[src/logic/port_consts.svh]
`ifndef PORT_CONSTS_SVH
`define PORT_CONSTS_SVH

// Frontend ring buffer.
`define PORT_BUF_DEPTH     64
`define PORT_BUF_AW        6
`define PORT_PAUSE_MARGIN  2    // Free slots left when pause is raised.

// Shared SRAM.
`define PORT_BANK_NUM      4
`define PORT_BANK_DEPTH    512  // Words per bank.
`define PORT_BANK_AW       9

// Header word layout.
`define PORT_HDR_LEN_MSB   15
`define PORT_HDR_LEN_LSB   7
`define PORT_HDR_PRI_MSB   6
`define PORT_HDR_PRI_LSB   4
`define PORT_HDR_DST_MSB   3
`define PORT_HDR_DST_LSB   0

`endif

[src/logic/port_pkg.sv]
`default_nettype none
`include "port_consts.svh"

package port_pkg;

    localparam int BANK_IW = $clog2(`PORT_BANK_NUM);

    // Decoded header word.
    typedef struct packed {
        logic [`PORT_HDR_LEN_MSB-`PORT_HDR_LEN_LSB:0] length; // Payload words, header excluded.
        logic [`PORT_HDR_PRI_MSB-`PORT_HDR_PRI_LSB:0] prior;
        logic [`PORT_HDR_DST_MSB-`PORT_HDR_DST_LSB:0] dest;
    } pkt_info_t;

    typedef struct packed {
        logic [BANK_IW-1:0]       bank;
        logic [`PORT_BANK_AW-1:0] base;  // First word of the packet in the bank.
    } match_grant_t;

    // One SRAM write strobe.
    typedef struct packed {
        logic                     en;
        logic [BANK_IW-1:0]       bank;
        logic [`PORT_BANK_AW-1:0] addr;
        logic [15:0]              data;
    } sram_wr_t;

    // Completion descriptor of a stored packet.
    typedef struct packed {
        pkt_info_t    info;
        match_grant_t grant;
        logic [15:0]  csum;                // XOR of every stored word.
    } pkt_desc_t;

    typedef enum logic [1:0] {
        WR_IDLE,                           // Waiting for a header word.
        WR_HEAD,                           // Header taken, first payload word next.
        WR_BODY,
        WR_TAIL                            // Next valid word is the last one.
    } wr_state_e;

    typedef enum logic [1:0] {
        XF_IDLE,
        XF_RUN,
        XF_STALL                           // Ring ran empty mid packet.
    } xfer_state_e;

    typedef enum logic [1:0] {
        M_IDLE,
        M_SCAN,
        M_GRANT
    } match_state_e;

endpackage

`default_nettype wire

[src/logic/port_backend.sv]
`timescale 1ns/1ps
`default_nettype none
`include "port_consts.svh"

module port_backend (
    input  logic                   clk,
    input  logic                   rst_n,
    input  logic                   match_suc,
    input  port_pkg::match_grant_t grant,
    input  port_pkg::pkt_info_t    cur_info,
    input  logic [15:0]            xfer_data,
    input  logic                   xfer_data_vld,
    output port_pkg::sram_wr_t     sram_wr,
    output logic                   desc_vld,
    output port_pkg::pkt_desc_t    desc
);
    import port_pkg::*;

    localparam int LW = `PORT_HDR_LEN_MSB - `PORT_HDR_LEN_LSB + 1;

    match_grant_t             cur_grant;
    logic [LW-1:0]            wr_cnt;      // Word index in the packet, header is 0.
    logic [15:0]              csum;
    logic                     wr_done;
    logic                     en_q;
    logic [BANK_IW-1:0]       bank_q;
    logic [`PORT_BANK_AW-1:0] addr_q;
    logic [15:0]              data_q;

    // Word number length is the last one.
    assign wr_done = xfer_data_vld && (wr_cnt == cur_info.length);

    always_ff @(posedge clk or negedge rst_n) begin
        if (!rst_n) begin
            wr_cnt   <= '0;
            en_q     <= 1'b0;
            desc_vld <= 1'b0;
        end else begin
            en_q     <= xfer_data_vld;
            desc_vld <= wr_done;
            if (match_suc) begin
                wr_cnt <= '0;
            end else if (xfer_data_vld) begin
                wr_cnt <= wr_cnt + 1'b1;
            end
        end
    end

    always_ff @(posedge clk) begin
        if (match_suc) begin
            cur_grant <= grant;
            csum      <= '0;
        end else if (xfer_data_vld) begin
            csum <= csum ^ xfer_data;
        end
        if (xfer_data_vld) begin
            bank_q <= cur_grant.bank;
            addr_q <= cur_grant.base + `PORT_BANK_AW'(wr_cnt);
            data_q <= xfer_data;
        end
        if (wr_done) begin
            // Fold in the last word so the sum lines up with the final write.
            desc <= '{info: cur_info, grant: cur_grant, csum: csum ^ xfer_data};
        end
    end

    assign sram_wr = '{en: en_q, bank: bank_q, addr: addr_q, data: data_q};

endmodule

`default_nettype wire

[src/logic/port_sram_matcher.sv]
`timescale 1ns/1ps
`default_nettype none
`include "port_consts.svh"

module port_sram_matcher (
    input  logic                   clk,
    input  logic                   rst_n,
    input  logic                   match_req,
    input  port_pkg::pkt_info_t    new_info,
    output logic                   match_suc,
    output port_pkg::match_grant_t grant
);
    import port_pkg::*;

    localparam int FW = `PORT_BANK_AW + 1;      // Fill level can reach the bank depth.

    match_state_e       m_state;
    logic [BANK_IW-1:0] scan_idx;               // Bank under test this cycle.
    logic [FW-1:0]      fill [`PORT_BANK_NUM];
    logic [FW-1:0]      need;
    logic [FW-1:0]      room;
    logic               fits;

    assign room      = FW'(`PORT_BANK_DEPTH) - fill[scan_idx];
    assign fits      = (room >= need);
    assign match_suc = (m_state == M_GRANT);

    // First fit from bank 0, one bank per cycle.
    always_ff @(posedge clk or negedge rst_n) begin
        if (!rst_n) begin
            m_state  <= M_IDLE;
            scan_idx <= '0;
            for (int i = 0; i < `PORT_BANK_NUM; i++) begin
                fill[i] <= '0;
            end
        end else begin
            case (m_state)
                M_IDLE: if (match_req) begin
                    scan_idx <= '0;
                    m_state  <= M_SCAN;
                end
                M_SCAN: begin
                    if (fits) begin
                        fill[scan_idx] <= fill[scan_idx] + need;
                        m_state        <= M_GRANT;
                    end else begin
                        // Wraps back to bank 0 and keeps looking.
                        scan_idx <= scan_idx + 1'b1;
                    end
                end
                M_GRANT: m_state <= M_IDLE;
                default: m_state <= M_IDLE;
            endcase
        end
    end

    always_ff @(posedge clk) begin
        if (match_req && m_state == M_IDLE) begin
            need <= FW'(new_info.length) + 1'b1;   // Payload plus header word.
        end
        if (m_state == M_SCAN && fits) begin
            grant.bank <= scan_idx;
            grant.base <= fill[scan_idx][`PORT_BANK_AW-1:0];
        end
    end

endmodule

`default_nettype wire

[src/logic/port_wr_frontend.sv]
`timescale 1ns/1ps
`default_nettype none
`include "port_consts.svh"

module port_wr_frontend (
    input  logic                clk,
    input  logic                rst_n,
    input  logic                wr_sop,
    input  logic                wr_vld,
    input  logic [15:0]         wr_data,
    input  logic                wr_eop,
    output logic                pause,
    output logic                match_req,
    output port_pkg::pkt_info_t new_info,
    input  logic                match_suc,
    output logic [15:0]         xfer_data,
    output logic                xfer_data_vld,
    output port_pkg::pkt_info_t cur_info
);
    import port_pkg::*;

    localparam int AW = `PORT_BUF_AW;
    localparam int PW = `PORT_BUF_AW + 1;                     // Pointer plus wrap bit.
    localparam int LW = `PORT_HDR_LEN_MSB - `PORT_HDR_LEN_LSB + 1;

    wr_state_e   wr_state;
    xfer_state_e xf_state;

    logic [15:0]   buf_mem  [`PORT_BUF_DEPTH];
    logic          buf_last [`PORT_BUF_DEPTH];            // Marks the final word of a packet.

    logic [PW-1:0] wr_ptr;
    logic [PW-1:0] rd_ptr;
    logic [PW-1:0] used;
    logic          ring_empty;
    logic [LW-1:0] wr_left;                               // Payload words still expected.
    logic          wr_take;
    logic          wr_last;
    logic          rd_go;
    logic          req_pend;
    logic          req_go;
    logic [15:0]   hdr_word;

    // Words outside a packet are dropped.
    assign wr_take = wr_vld && (wr_state != WR_IDLE || wr_sop);
    assign wr_last = wr_vld && wr_eop && (wr_state == WR_TAIL);

    assign used       = wr_ptr - rd_ptr;
    assign ring_empty = (wr_ptr == rd_ptr);

    // Intake FSM. The length count arms the tail and eop closes it.
    always_ff @(posedge clk or negedge rst_n) begin
        if (!rst_n) begin
            wr_state <= WR_IDLE;
            wr_left  <= '0;
        end else if (wr_vld) begin
            case (wr_state)
                WR_IDLE: if (wr_sop) begin
                    wr_left  <= wr_data[`PORT_HDR_LEN_MSB:`PORT_HDR_LEN_LSB];
                    wr_state <= (wr_data[`PORT_HDR_LEN_MSB:`PORT_HDR_LEN_LSB] == LW'(1)) ?
                                WR_TAIL : WR_HEAD;
                end
                WR_HEAD, WR_BODY: begin
                    wr_left  <= wr_left - 1'b1;
                    wr_state <= (wr_left == LW'(2)) ? WR_TAIL : WR_BODY;
                end
                WR_TAIL: if (wr_eop) begin
                    wr_state <= WR_IDLE;
                end
                default: wr_state <= WR_IDLE;
            endcase
        end
    end

    always_ff @(posedge clk) begin
        if (wr_take) begin
            buf_mem[wr_ptr[AW-1:0]]  <= wr_data;
            buf_last[wr_ptr[AW-1:0]] <= wr_last;
        end
    end

    always_ff @(posedge clk or negedge rst_n) begin
        if (!rst_n) begin
            wr_ptr <= '0;
            pause  <= 1'b0;
        end else begin
            if (wr_take) begin
                wr_ptr <= wr_ptr + 1'b1;
            end
            pause <= (used >= PW'(`PORT_BUF_DEPTH - `PORT_PAUSE_MARGIN));
        end
    end

    // The next header sits at the read pointer once the drain is idle.
    // An empty ring takes it straight from the bus.
    assign hdr_word = ring_empty ? wr_data : buf_mem[rd_ptr[AW-1:0]];
    assign req_go   = !req_pend && (xf_state == XF_IDLE) &&
                      (!ring_empty || (wr_vld && wr_sop && wr_state == WR_IDLE));

    always_ff @(posedge clk or negedge rst_n) begin
        if (!rst_n) begin
            match_req <= 1'b0;
            req_pend  <= 1'b0;
        end else begin
            match_req <= req_go;
            if (req_go) begin
                req_pend <= 1'b1;
            end else if (match_suc) begin
                req_pend <= 1'b0;
            end
        end
    end

    // Drain FSM, one word per cycle while the ring holds data.
    assign rd_go = (xf_state != XF_IDLE) && !ring_empty;

    always_ff @(posedge clk or negedge rst_n) begin
        if (!rst_n) begin
            xf_state      <= XF_IDLE;
            rd_ptr        <= '0;
            xfer_data_vld <= 1'b0;
        end else begin
            xfer_data_vld <= rd_go;
            if (rd_go) begin
                rd_ptr <= rd_ptr + 1'b1;
            end
            case (xf_state)
                XF_IDLE: if (match_suc) begin
                    xf_state <= XF_RUN;
                end
                XF_RUN, XF_STALL: begin
                    if (rd_go && buf_last[rd_ptr[AW-1:0]]) begin
                        xf_state <= XF_IDLE;               // Packet end reached.
                    end else begin
                        xf_state <= rd_go ? XF_RUN : XF_STALL;
                    end
                end
                default: xf_state <= XF_IDLE;
            endcase
        end
    end

    always_ff @(posedge clk) begin
        if (req_go) begin
            new_info.length <= hdr_word[`PORT_HDR_LEN_MSB:`PORT_HDR_LEN_LSB];
            new_info.prior  <= hdr_word[`PORT_HDR_PRI_MSB:`PORT_HDR_PRI_LSB];
            new_info.dest   <= hdr_word[`PORT_HDR_DST_MSB:`PORT_HDR_DST_LSB];
        end
        if (match_suc) begin
            cur_info <= new_info;
        end
        if (rd_go) begin
            xfer_data <= buf_mem[rd_ptr[AW-1:0]];
        end
    end

endmodule

`default_nettype wire

[src/logic/port_wr_top.sv]
`timescale 1ns/1ps
`default_nettype none

module port_wr_top (
    input  logic                clk,
    input  logic                rst_n,
    input  logic                wr_sop,
    input  logic                wr_vld,
    input  logic [15:0]         wr_data,
    input  logic                wr_eop,
    output logic                pause,
    output port_pkg::sram_wr_t  sram_wr,
    output logic                desc_vld,
    output port_pkg::pkt_desc_t desc
);
    import port_pkg::*;

    pkt_info_t    new_info;     // Header under allocation.
    pkt_info_t    cur_info;     // Header of the packet being stored.
    match_grant_t grant;
    logic         match_req;
    logic         match_suc;
    logic [15:0]  xfer_data;
    logic         xfer_data_vld;

    port_wr_frontend u_frontend (
        .clk           (clk),
        .rst_n         (rst_n),
        .wr_sop        (wr_sop),
        .wr_vld        (wr_vld),
        .wr_data       (wr_data),
        .wr_eop        (wr_eop),
        .pause         (pause),
        .match_req     (match_req),
        .new_info      (new_info),
        .match_suc     (match_suc),
        .xfer_data     (xfer_data),
        .xfer_data_vld (xfer_data_vld),
        .cur_info      (cur_info)
    );

    port_sram_matcher u_matcher (
        .clk       (clk),
        .rst_n     (rst_n),
        .match_req (match_req),
        .new_info  (new_info),
        .match_suc (match_suc),
        .grant     (grant)
    );

    port_backend u_backend (
        .clk           (clk),
        .rst_n         (rst_n),
        .match_suc     (match_suc),
        .grant         (grant),
        .cur_info      (cur_info),
        .xfer_data     (xfer_data),
        .xfer_data_vld (xfer_data_vld),
        .sram_wr       (sram_wr),
        .desc_vld      (desc_vld),
        .desc          (desc)
    );

endmodule

`default_nettype wire
[config.mk]
export PLATFORM = sky130hd
export DESIGN_NAME = port_wr_top
export DESIGN_NICKNAME = d
export VERILOG_FILES = /design/src/logic/port_pkg.sv /design/src/logic/port_backend.sv /design/src/logic/port_sram_matcher.sv /design/src/logic/port_wr_frontend.sv /design/src/logic/port_wr_top.sv
export VERILOG_INCLUDE_DIRS = /design/src /design/src/logic
export SDC_FILE = /design/constraint.sdc
export NUM_CORES = 2
export LEC_CHECK = 0
export BUFFER_PORTS_ARGS = -buffer_cell sky130_fd_sc_hd__buf_4
export CAP_MARGIN = 20
export CORE_ASPECT_RATIO = 1.75
export CORE_MARGIN = 10
export CORE_UTILIZATION = 60
export DETAILED_ROUTE_END_ITERATION = 8
export HOLD_SLACK_MARGIN = 0.06
export PLACE_DENSITY_LB_ADDON = 0.2
export REMOVE_ABC_BUFFERS = 1
export SLEW_MARGIN = 40
export SYNTH_ARGS = -nofsm -noshare
export SYNTH_HDL_FRONTEND = slang
export SYNTH_SLANG_ARGS = --single-unit
export TNS_END_PERCENT = 5
[constraint.sdc]
create_clock -name clk -period 7.62 [get_ports clk]
set_clock_uncertainty 0.2 [all_clocks]
set_input_delay 0 -clock clk [delete_from_list [all_inputs] [get_ports clk]]
set_output_delay 0 -clock clk [all_outputs]
set_load 0.05 [all_outputs]
# --- Yosys cells after proc, flatten, opt, wreduce, memory -nomap -nowiden ---
# Memories as Yosys holds them, arrays and structs flattened.
# Index checks and enable logic that the tools add are counted.
word_totals:
  ff_bits: 252
  mem_bits_rw: 1088
  word_cells: 138
  memories: 2
mem_list:
  columns: ["memory", "words", "width", "read_ports", "rd_ports_with_merged_regs", "wr", "line", "source"]
  rows:
  - ["u_frontend.buf_mem", 64, 16, 1, 0, 1, "port_wr_frontend.sv:29", "logic [15:0] buf_mem [`PORT_BUF_DEPTH];"]
  - ["u_frontend.buf_last", 64, 1, 1, 0, 1, "port_wr_frontend.sv:30", "logic buf_last [`PORT_BUF_DEPTH];"]
op_classes:
  add_sub_neg: 10
  order_cmp: 4
  eq_ne: 17
  n_mux: 30
  bitwise_logic: 2
  n_reduce_logical: 33
op_table:
  columns: ["op", "count"]
  rows:
  - ["$bwmux 40", 1]
  - ["$mux 10", 3]
  - ["$mux 9", 3]
  - ["$bmux 10 s2", 1]
  - ["$demux 10 s2", 1]
  - ["$mux 2", 10]
  - ["$pmux 9 s2", 1]
  - ["$mux 16", 1]
  - ["$xor 16x16->16", 1]
  - ["$add 7x1->7 const B", 2]
  - ["$logic_and 1x1->1", 13]
  - ["$pmux 2 s2", 3]
  - ["$reduce_bool 2->1", 6]
  - ["$add 10x10->10", 1]
  - ["$add 9x1->10 const B", 1]
  - ["$ge 10x10->1", 1]
  - ["$ne 2x2->1 const B", 5]
  - ["$sub 10x10->10 const A", 1]
  - ["$add 9x1->9 const B", 1]
  - ["$add 9x9->9", 1]
  - ["$eq 9x1->1 const B", 1]
  - ["$eq 9x2->1 const B", 1]
  - ["$eq 9x9->1", 1]
  - ["$reduce_and 3->1", 3]
  - ["other kinds (18)", 33]

# --- Longest topological paths before layout ---
logic_depth:
  depth_word: 8
  ltp_mapped: 14

# --- By module ---
# From an unflattened synthesis, not the netlist that was laid out.
unflattened:
  cells_unflattened: 2713
  hier_area_um2: 52919.5
modules_own_cells:
  columns: ["mod", "n_inst", "cells_each", "area_per_inst_um2", "seq_area_each_um2"]
  rows:
  - ["port_wr_frontend", 1, 2177, 45303.4, 34888.5]
  - ["port_backend", 1, 262, 4081.4, 3027.9]
  - ["port_sram_matcher", 1, 274, 3534.6, 1731.7]

# --- Worst setup path after synthesis ---
# OpenSTA, ideal clock, no wires.
synth_path:
  path_kind: "register to register"
  from: "register u_frontend.xfer_data_vld"
  to: "register, netlist name u_backend.desc[0]"
  setup_time_ns: 0.499
  t_arrival_ns: 4.358
  required_time_ns: 6.921
  setup_slack_ns: 2.563
  stages_incl_launch_ff: 4
  path_buffers: 1
  path_cell_list: "dfrtp_1 -> buf_1 -> nand2_1 -> nor3_1"
synth_via:
  elab_chain_cells: 1
synth_lines:
  columns: ["element", "line", "source"]
  rows:
  - ["from (decl)", "port_wr_frontend.sv:17", "output logic xfer_data_vld,"]
  - ["from (signal assigned)", "port_wr_frontend.sv:123", "xfer_data_vld <= rd_go;"]
  - ["$logic_and 1x1->1", "port_backend.sv:31", "assign wr_done = xfer_data_vld && (wr_cnt == cur_info.length);"]
  - ["named net u_backend.wr_done", "port_backend.sv:24", "logic wr_done;"]
# The timed path passes the listed nets, and every way through them passes these cells.
# A chain may end at the register's enable or synchronous reset.

# --- Worst setup path in the final report ---
layout_path:
  from: "register u_matcher.scan_idx[0]"
  to: "register u_matcher.fill[15] (netlist name)"
layout_via:
  elab_chain_cells: 7
  elab_cells_between_ends: 14
layout_lines:
  columns: ["element", "line", "source"]
  rows:
  - ["from (decl)", "port_sram_matcher.sv:18", "logic [BANK_IW-1:0] scan_idx;"]
  - ["from (signal assigned)", "port_sram_matcher.sv:48", "scan_idx <= scan_idx + 1'b1;"]
  - ["$not 2->3 (implied by the code) (*)", "port_sram_matcher.sv:24, port_sram_matcher.sv:44", null]
  - ["$bmux 10 s2", "port_sram_matcher.sv:24, port_sram_matcher.sv:44", null]
  - ["$mux 10 (implied by the code) (2 in series)", "port_sram_matcher.sv:24, port_sram_matcher.sv:44", null]
  - ["$sub 10x10->10", "port_sram_matcher.sv:24", "assign room = FW'(`PORT_BANK_DEPTH) - fill[scan_idx];"]
  - ["$ge 10x10->1", "port_sram_matcher.sv:25", "assign fits = (room >= need);"]
  - ["$reduce_and 2->1 (no line)", null, null]
  - ["to (signal, indexed assignment)", "port_sram_matcher.sv:44", "fill[scan_idx] <= fill[scan_idx] + need;"]
  - ["to (decl)", "port_sram_matcher.sv:19", "logic [FW-1:0] fill [`PORT_BANK_NUM];"]
# Every way passes the cells marked *; elsewhere a longest branch is shown, timed or not. The select of a mux whose other input is x is not followed.

==> out/metrics.csv <==
metric;value;unit
clk buf depth;3;
unrepaired setup endpoints after global routing;no;
detailed-route via count;27500;
Worst Path Required;8000;ps
clock tree from TritonCTS;built;
first-pass GRT wire length;192000;um
most common cell after layout, fill and taps aside;sky130_fd_sc_hd__edfxtp_1;
worst ir drop on vdd;0.265;mV
YS warnings;0;
initial antenna violation count;2;
I/O Buffers;93;
Setup crit end kind;register;
main area contributors after synthesis;sky130_fd_sc_hd__edfxtp_1 (70%), sky130_fd_sc_hd__mux4_2 (9.2%), sky130_fd_sc_hd__dfrtp_1 (4.1%);
Via-to-Cell Ratio;6.48;
power share of the sequential group;43.6;%
relative max-transition margin;39.6;%
main combinational cell family by area after synthesis;multiplexers;
Async S/R FF share, synth;6.42;%
Crit path buffers/inverters;0;
count of instances resized after the clock tree is built;0;
initial cell density of the core;60.3;%
outcome;complete, no violations;
pre-CTS WS;2480;ps
post-DP HPWL;83300;um
top flip-flop cell by instance count after synthesis;sky130_fd_sc_hd__edfxtp_1;
Max H-tree Level;3;
post-synthesis to final-layout area growth;11.8;%
share of synthesized cell area in and, or, nand and nor gates;3.49;%
number of different library cells in the post-synthesis netlist;69;
leakage power total;0.0198;uW
max-capacitance violation count;0;
power per cell area;368;mW/mm2
Core ar.;0.0877;mm2
largest incremental delay on the critical path;810;ps
post-synthesis cell area;0.0529;mm2
fraction of final layout cells sized beyond drive strength 1;21.1;%
switching power;7140;uW
number of enable flip-flop cells after synthesis;1238;
Root Buffer;sky130_fd_sc_hd__clkbuf_16;
clock slew at reported path FFs;70;ps
Detailed Routing Iterations Pass 1;5;
count of unresolved DRC violations after routing;0;
final core utilization;67.5;%
fraction of synthesized area in multiplexers;13.1;%
type of origin of the critical path;register;
NumNets Final;3056;
hold path depth;2;
Inserted Clock Buffers;110;
highest-count cells in the layout ignoring fill and taps;sky130_fd_sc_hd__edfxtp_1 (1238), sky130_fd_sc_hd__mux4_2 (216), sky130_fd_sc_hd__buf_4 (189);
final hold viol count;0;
post-detailed-route count of antenna-violating nets;0;
internal power;14700;uW
Die Wd;245;um
Die Height;413;um
critical path depth;12;
final cycle utilization of the critical path;67.7;%
total area of multi-input combinational cells;0.0125;mm2
worst setup path end;u_matcher.fill[15];
mean area per synthesized cell;19.1;um2
post-synthesis share of cell area spent on full adders, half adders and majority gates;1.27;%
fraction of synthesized cell area taken by the top area cell type;70.2;%
startpoint of the most critical setup path;u_matcher.scan_idx[0];
Layout Cell Area excl Fill;0.0592;mm2
floorplan row count;144;
wirelength, routed;131000;um
CP Class;register to register;
maximum operating frequency;0.194;GHz
Setup violations, final;0;
slew at the pin with the worst max-slew slack;899;ps
number of sinks driven by the clock tree;1340;
clock latency reported for the late side of the worst-skew pair;720;ps
area enclosed by the die boundary;0.101;mm2
worst min path class;input pin to register;
number of storage elements in the synthesis netlist;1340;
vias in the first global route;28400;
complex-gate fraction of the synthesized area;4.09;%
weighted congestion at the end of routability-driven global placement;0.896;
part of the Yosys area used for sequential elements;74.9;%
cell-by-cell trace of the critical path;mux4_1, nor2_4, nand3_2, or4_4, xor2_1, ha_1, a21o_1, a21o_1, a21oi_1, nor2_1, a21oi_2, mux2_2;
worst reg-to-reg setup slack;2460;ps
post-layout worst setup margin;2460;ps
layout filler cell count;5571;
cell taking the most area after synthesis;sky130_fd_sc_hd__edfxtp_1;
XOR/XNOR share of the synthesized area;1.52;%
average wire per cell in the routed design;30.9;um
number of instances in the synthesized netlist;2775;
origin of the critical flop-to-flop path;u_matcher.scan_idx[0];
Overflow after GRT;0;
sw frac;32.7;%
Worst Reg2Reg Path Length in Cells;12;
most repeated library cell on the critical path;sky130_fd_sc_hd__a21o_1;
critical path fanouts, max;14;
Arr. time, crit path;5540;ps
clock group share of total power;25.9;%
post-layout min period;5160;ps
GRT Overall Usage;26.2;%
Placed Area;0.0553;mm2
PnR Total Power;21800;uW
count of final max-slew check failures;0;
Crit path max-delay family;compound AO/OA/AOI/OAI gates;
reg2reg end;u_matcher.fill[15];
slowest CP cell;sky130_fd_sc_hd__mux4_1;
logic gate share of total power;30.5;%
IO Count;94;
FF+latch area;0.0397;mm2
maximum number of pins on one net before global-route repair;105;
initial detailed-routing violation count;2769;
==> cell type report <==
cell class              count  area share, %
flip-flops and latches   1340           67.0
multi-input cells        1257           21.1
clock buffers             150           5.11
repair buffers            222           3.00
well taps                1168           2.47
clock inverters            58          0.936
inverters                  52          0.330
diodes                      2        0.00845
==> power by group through the flow <==
stage / Clock, uW / Sequential (uW) / Combinational (uW)
after floorplan: 0 / 10000 / 4710
after global placement: 0 / 9630 / 6410
after detailed placement: 0 / 9670 / 6570
after CTS: 5710 / 9510 / 6630
after global routing: 5990 / 9550 / 7070
final: 5640 / 9510 / 6650
==> sequential cells by signal, indices dropped and copies added, names as in the netlist, 2 cells and up <==
signal	cells
u_frontend.buf_mem	1024
u_frontend.buf_last	64
u_backend.desc	43
u_matcher.fill	40
u_backend.csum	16
u_backend.data_q	16
u_frontend.cur_info	16
u_frontend.new_info	16
u_frontend.xfer_data	16
u_backend.cur_grant	11
u_matcher.grant	11
u_matcher.need	10
u_backend.addr_q	9
u_backend.wr_cnt	9
u_frontend.wr_left	9
u_frontend.rd_ptr	7
u_frontend.wr_ptr	7
u_backend.bank_q	2
u_frontend.wr_state	2
u_frontend.xf_state	2
u_matcher.m_state	2
u_matcher.scan_idx	2
==> Yosys cell counts, types with 5 or more instances <==
cell type	n
sky130_fd_sc_hd__o32ai_1	6
sky130_fd_sc_hd__o31ai_1	6
sky130_fd_sc_hd__xnor2_1	44
sky130_fd_sc_hd__a221oi_1	6
sky130_fd_sc_hd__buf_2	48
sky130_fd_sc_hd__mux2i_1	142
sky130_fd_sc_hd__a221o_1	5
sky130_fd_sc_hd__o21ai_0	27
sky130_fd_sc_hd__nand3_1	38
sky130_fd_sc_hd__a21boi_0	6
sky130_fd_sc_hd__o22a_1	5
sky130_fd_sc_hd__mux2_2	41
sky130_fd_sc_hd__inv_1	48
sky130_fd_sc_hd__edfxtp_1	1238
sky130_fd_sc_hd__nor2_1	158
sky130_fd_sc_hd__o21a_1	5
sky130_fd_sc_hd__a22oi_1	125
sky130_fd_sc_hd__mux4_1	7
sky130_fd_sc_hd__and3_1	8
sky130_fd_sc_hd__buf_4	19
sky130_fd_sc_hd__dfxtp_1	16
sky130_fd_sc_hd__ha_1	49
sky130_fd_sc_hd__or4_1	7
sky130_fd_sc_hd__clkbuf_1	47
sky130_fd_sc_hd__nand4_1	19
sky130_fd_sc_hd__nor2b_1	21
sky130_fd_sc_hd__xor2_1	48
sky130_fd_sc_hd__a211oi_1	6
sky130_fd_sc_hd__dfrtp_1	86
sky130_fd_sc_hd__or3_1	7
sky130_fd_sc_hd__nand2_1	85
sky130_fd_sc_hd__a31oi_1	20
sky130_fd_sc_hd__a21o_1	8
sky130_fd_sc_hd__a21oi_1	48
sky130_fd_sc_hd__a22o_1	12
sky130_fd_sc_hd__and2_1	8
sky130_fd_sc_hd__mux4_2	216
sky130_fd_sc_hd__nor3_1	23
sky130_fd_sc_hd__nand2b_1	7
sky130_fd_sc_hd__buf_6	7
==> how the worst min path moves through the flow <==
stage                startpoint                          to  slack (ps)
floorplan                 rst_n          u_backend.desc_vld        -500
global placement          rst_n              u_backend.en_q        -300
detailed placement        rst_n          u_backend.desc_vld        -300
CTS                 wr_data[14]  u_frontend.buf_mem[10][14]          60
global route        wr_data[11]  u_frontend.buf_mem[42][11]          90
finish              wr_data[11]  u_frontend.buf_mem[42][11]          90
==> per-stage QoR <==
step / TNS [ps] / instances / hold slack (ps)
detailed placement: 0 / 4011 / -297
floorplan: -285890 / 2649 / -496
global placement: 0 / 4010 / -304
global route: 0 / 4247 / 90.8
finish: 0 / 4249 / 93.7
CTS: 0 / 4244 / 63.8
==> per-layer routing <==
layer | global-route usage, % | wire length, um | up-vias
met3 | 4.21 | 9460 | 304
met5 | 0 | 27 | -
met4 | 15.5 | 7980 | 4
li1 | - | - | 11600
met1 | 30.2 | 44300 | 14300
met2 | 46.0 | 69500 | 1317
==> kinds of logic (layout without fill, tap and decap cells) <==
family / after synthesis / in the layout
flops: 1340 / 1340
mux: 406 / 406
simple gates: 399 / 399
compound gates: 308 / 308
buf+inv: 178 / 482
xor+xnor: 92 / 92
fa+ha+maj: 52 / 52
other cells: 0 / 2
==> repair_timing <==
action | 4_1_cts | 5_1_grt
hold buffers | 25 | 2
setup buffers | 0 | 0
endpoints found under the hold margin | 1222 | 17
Power figures use the tool's default switching activity.
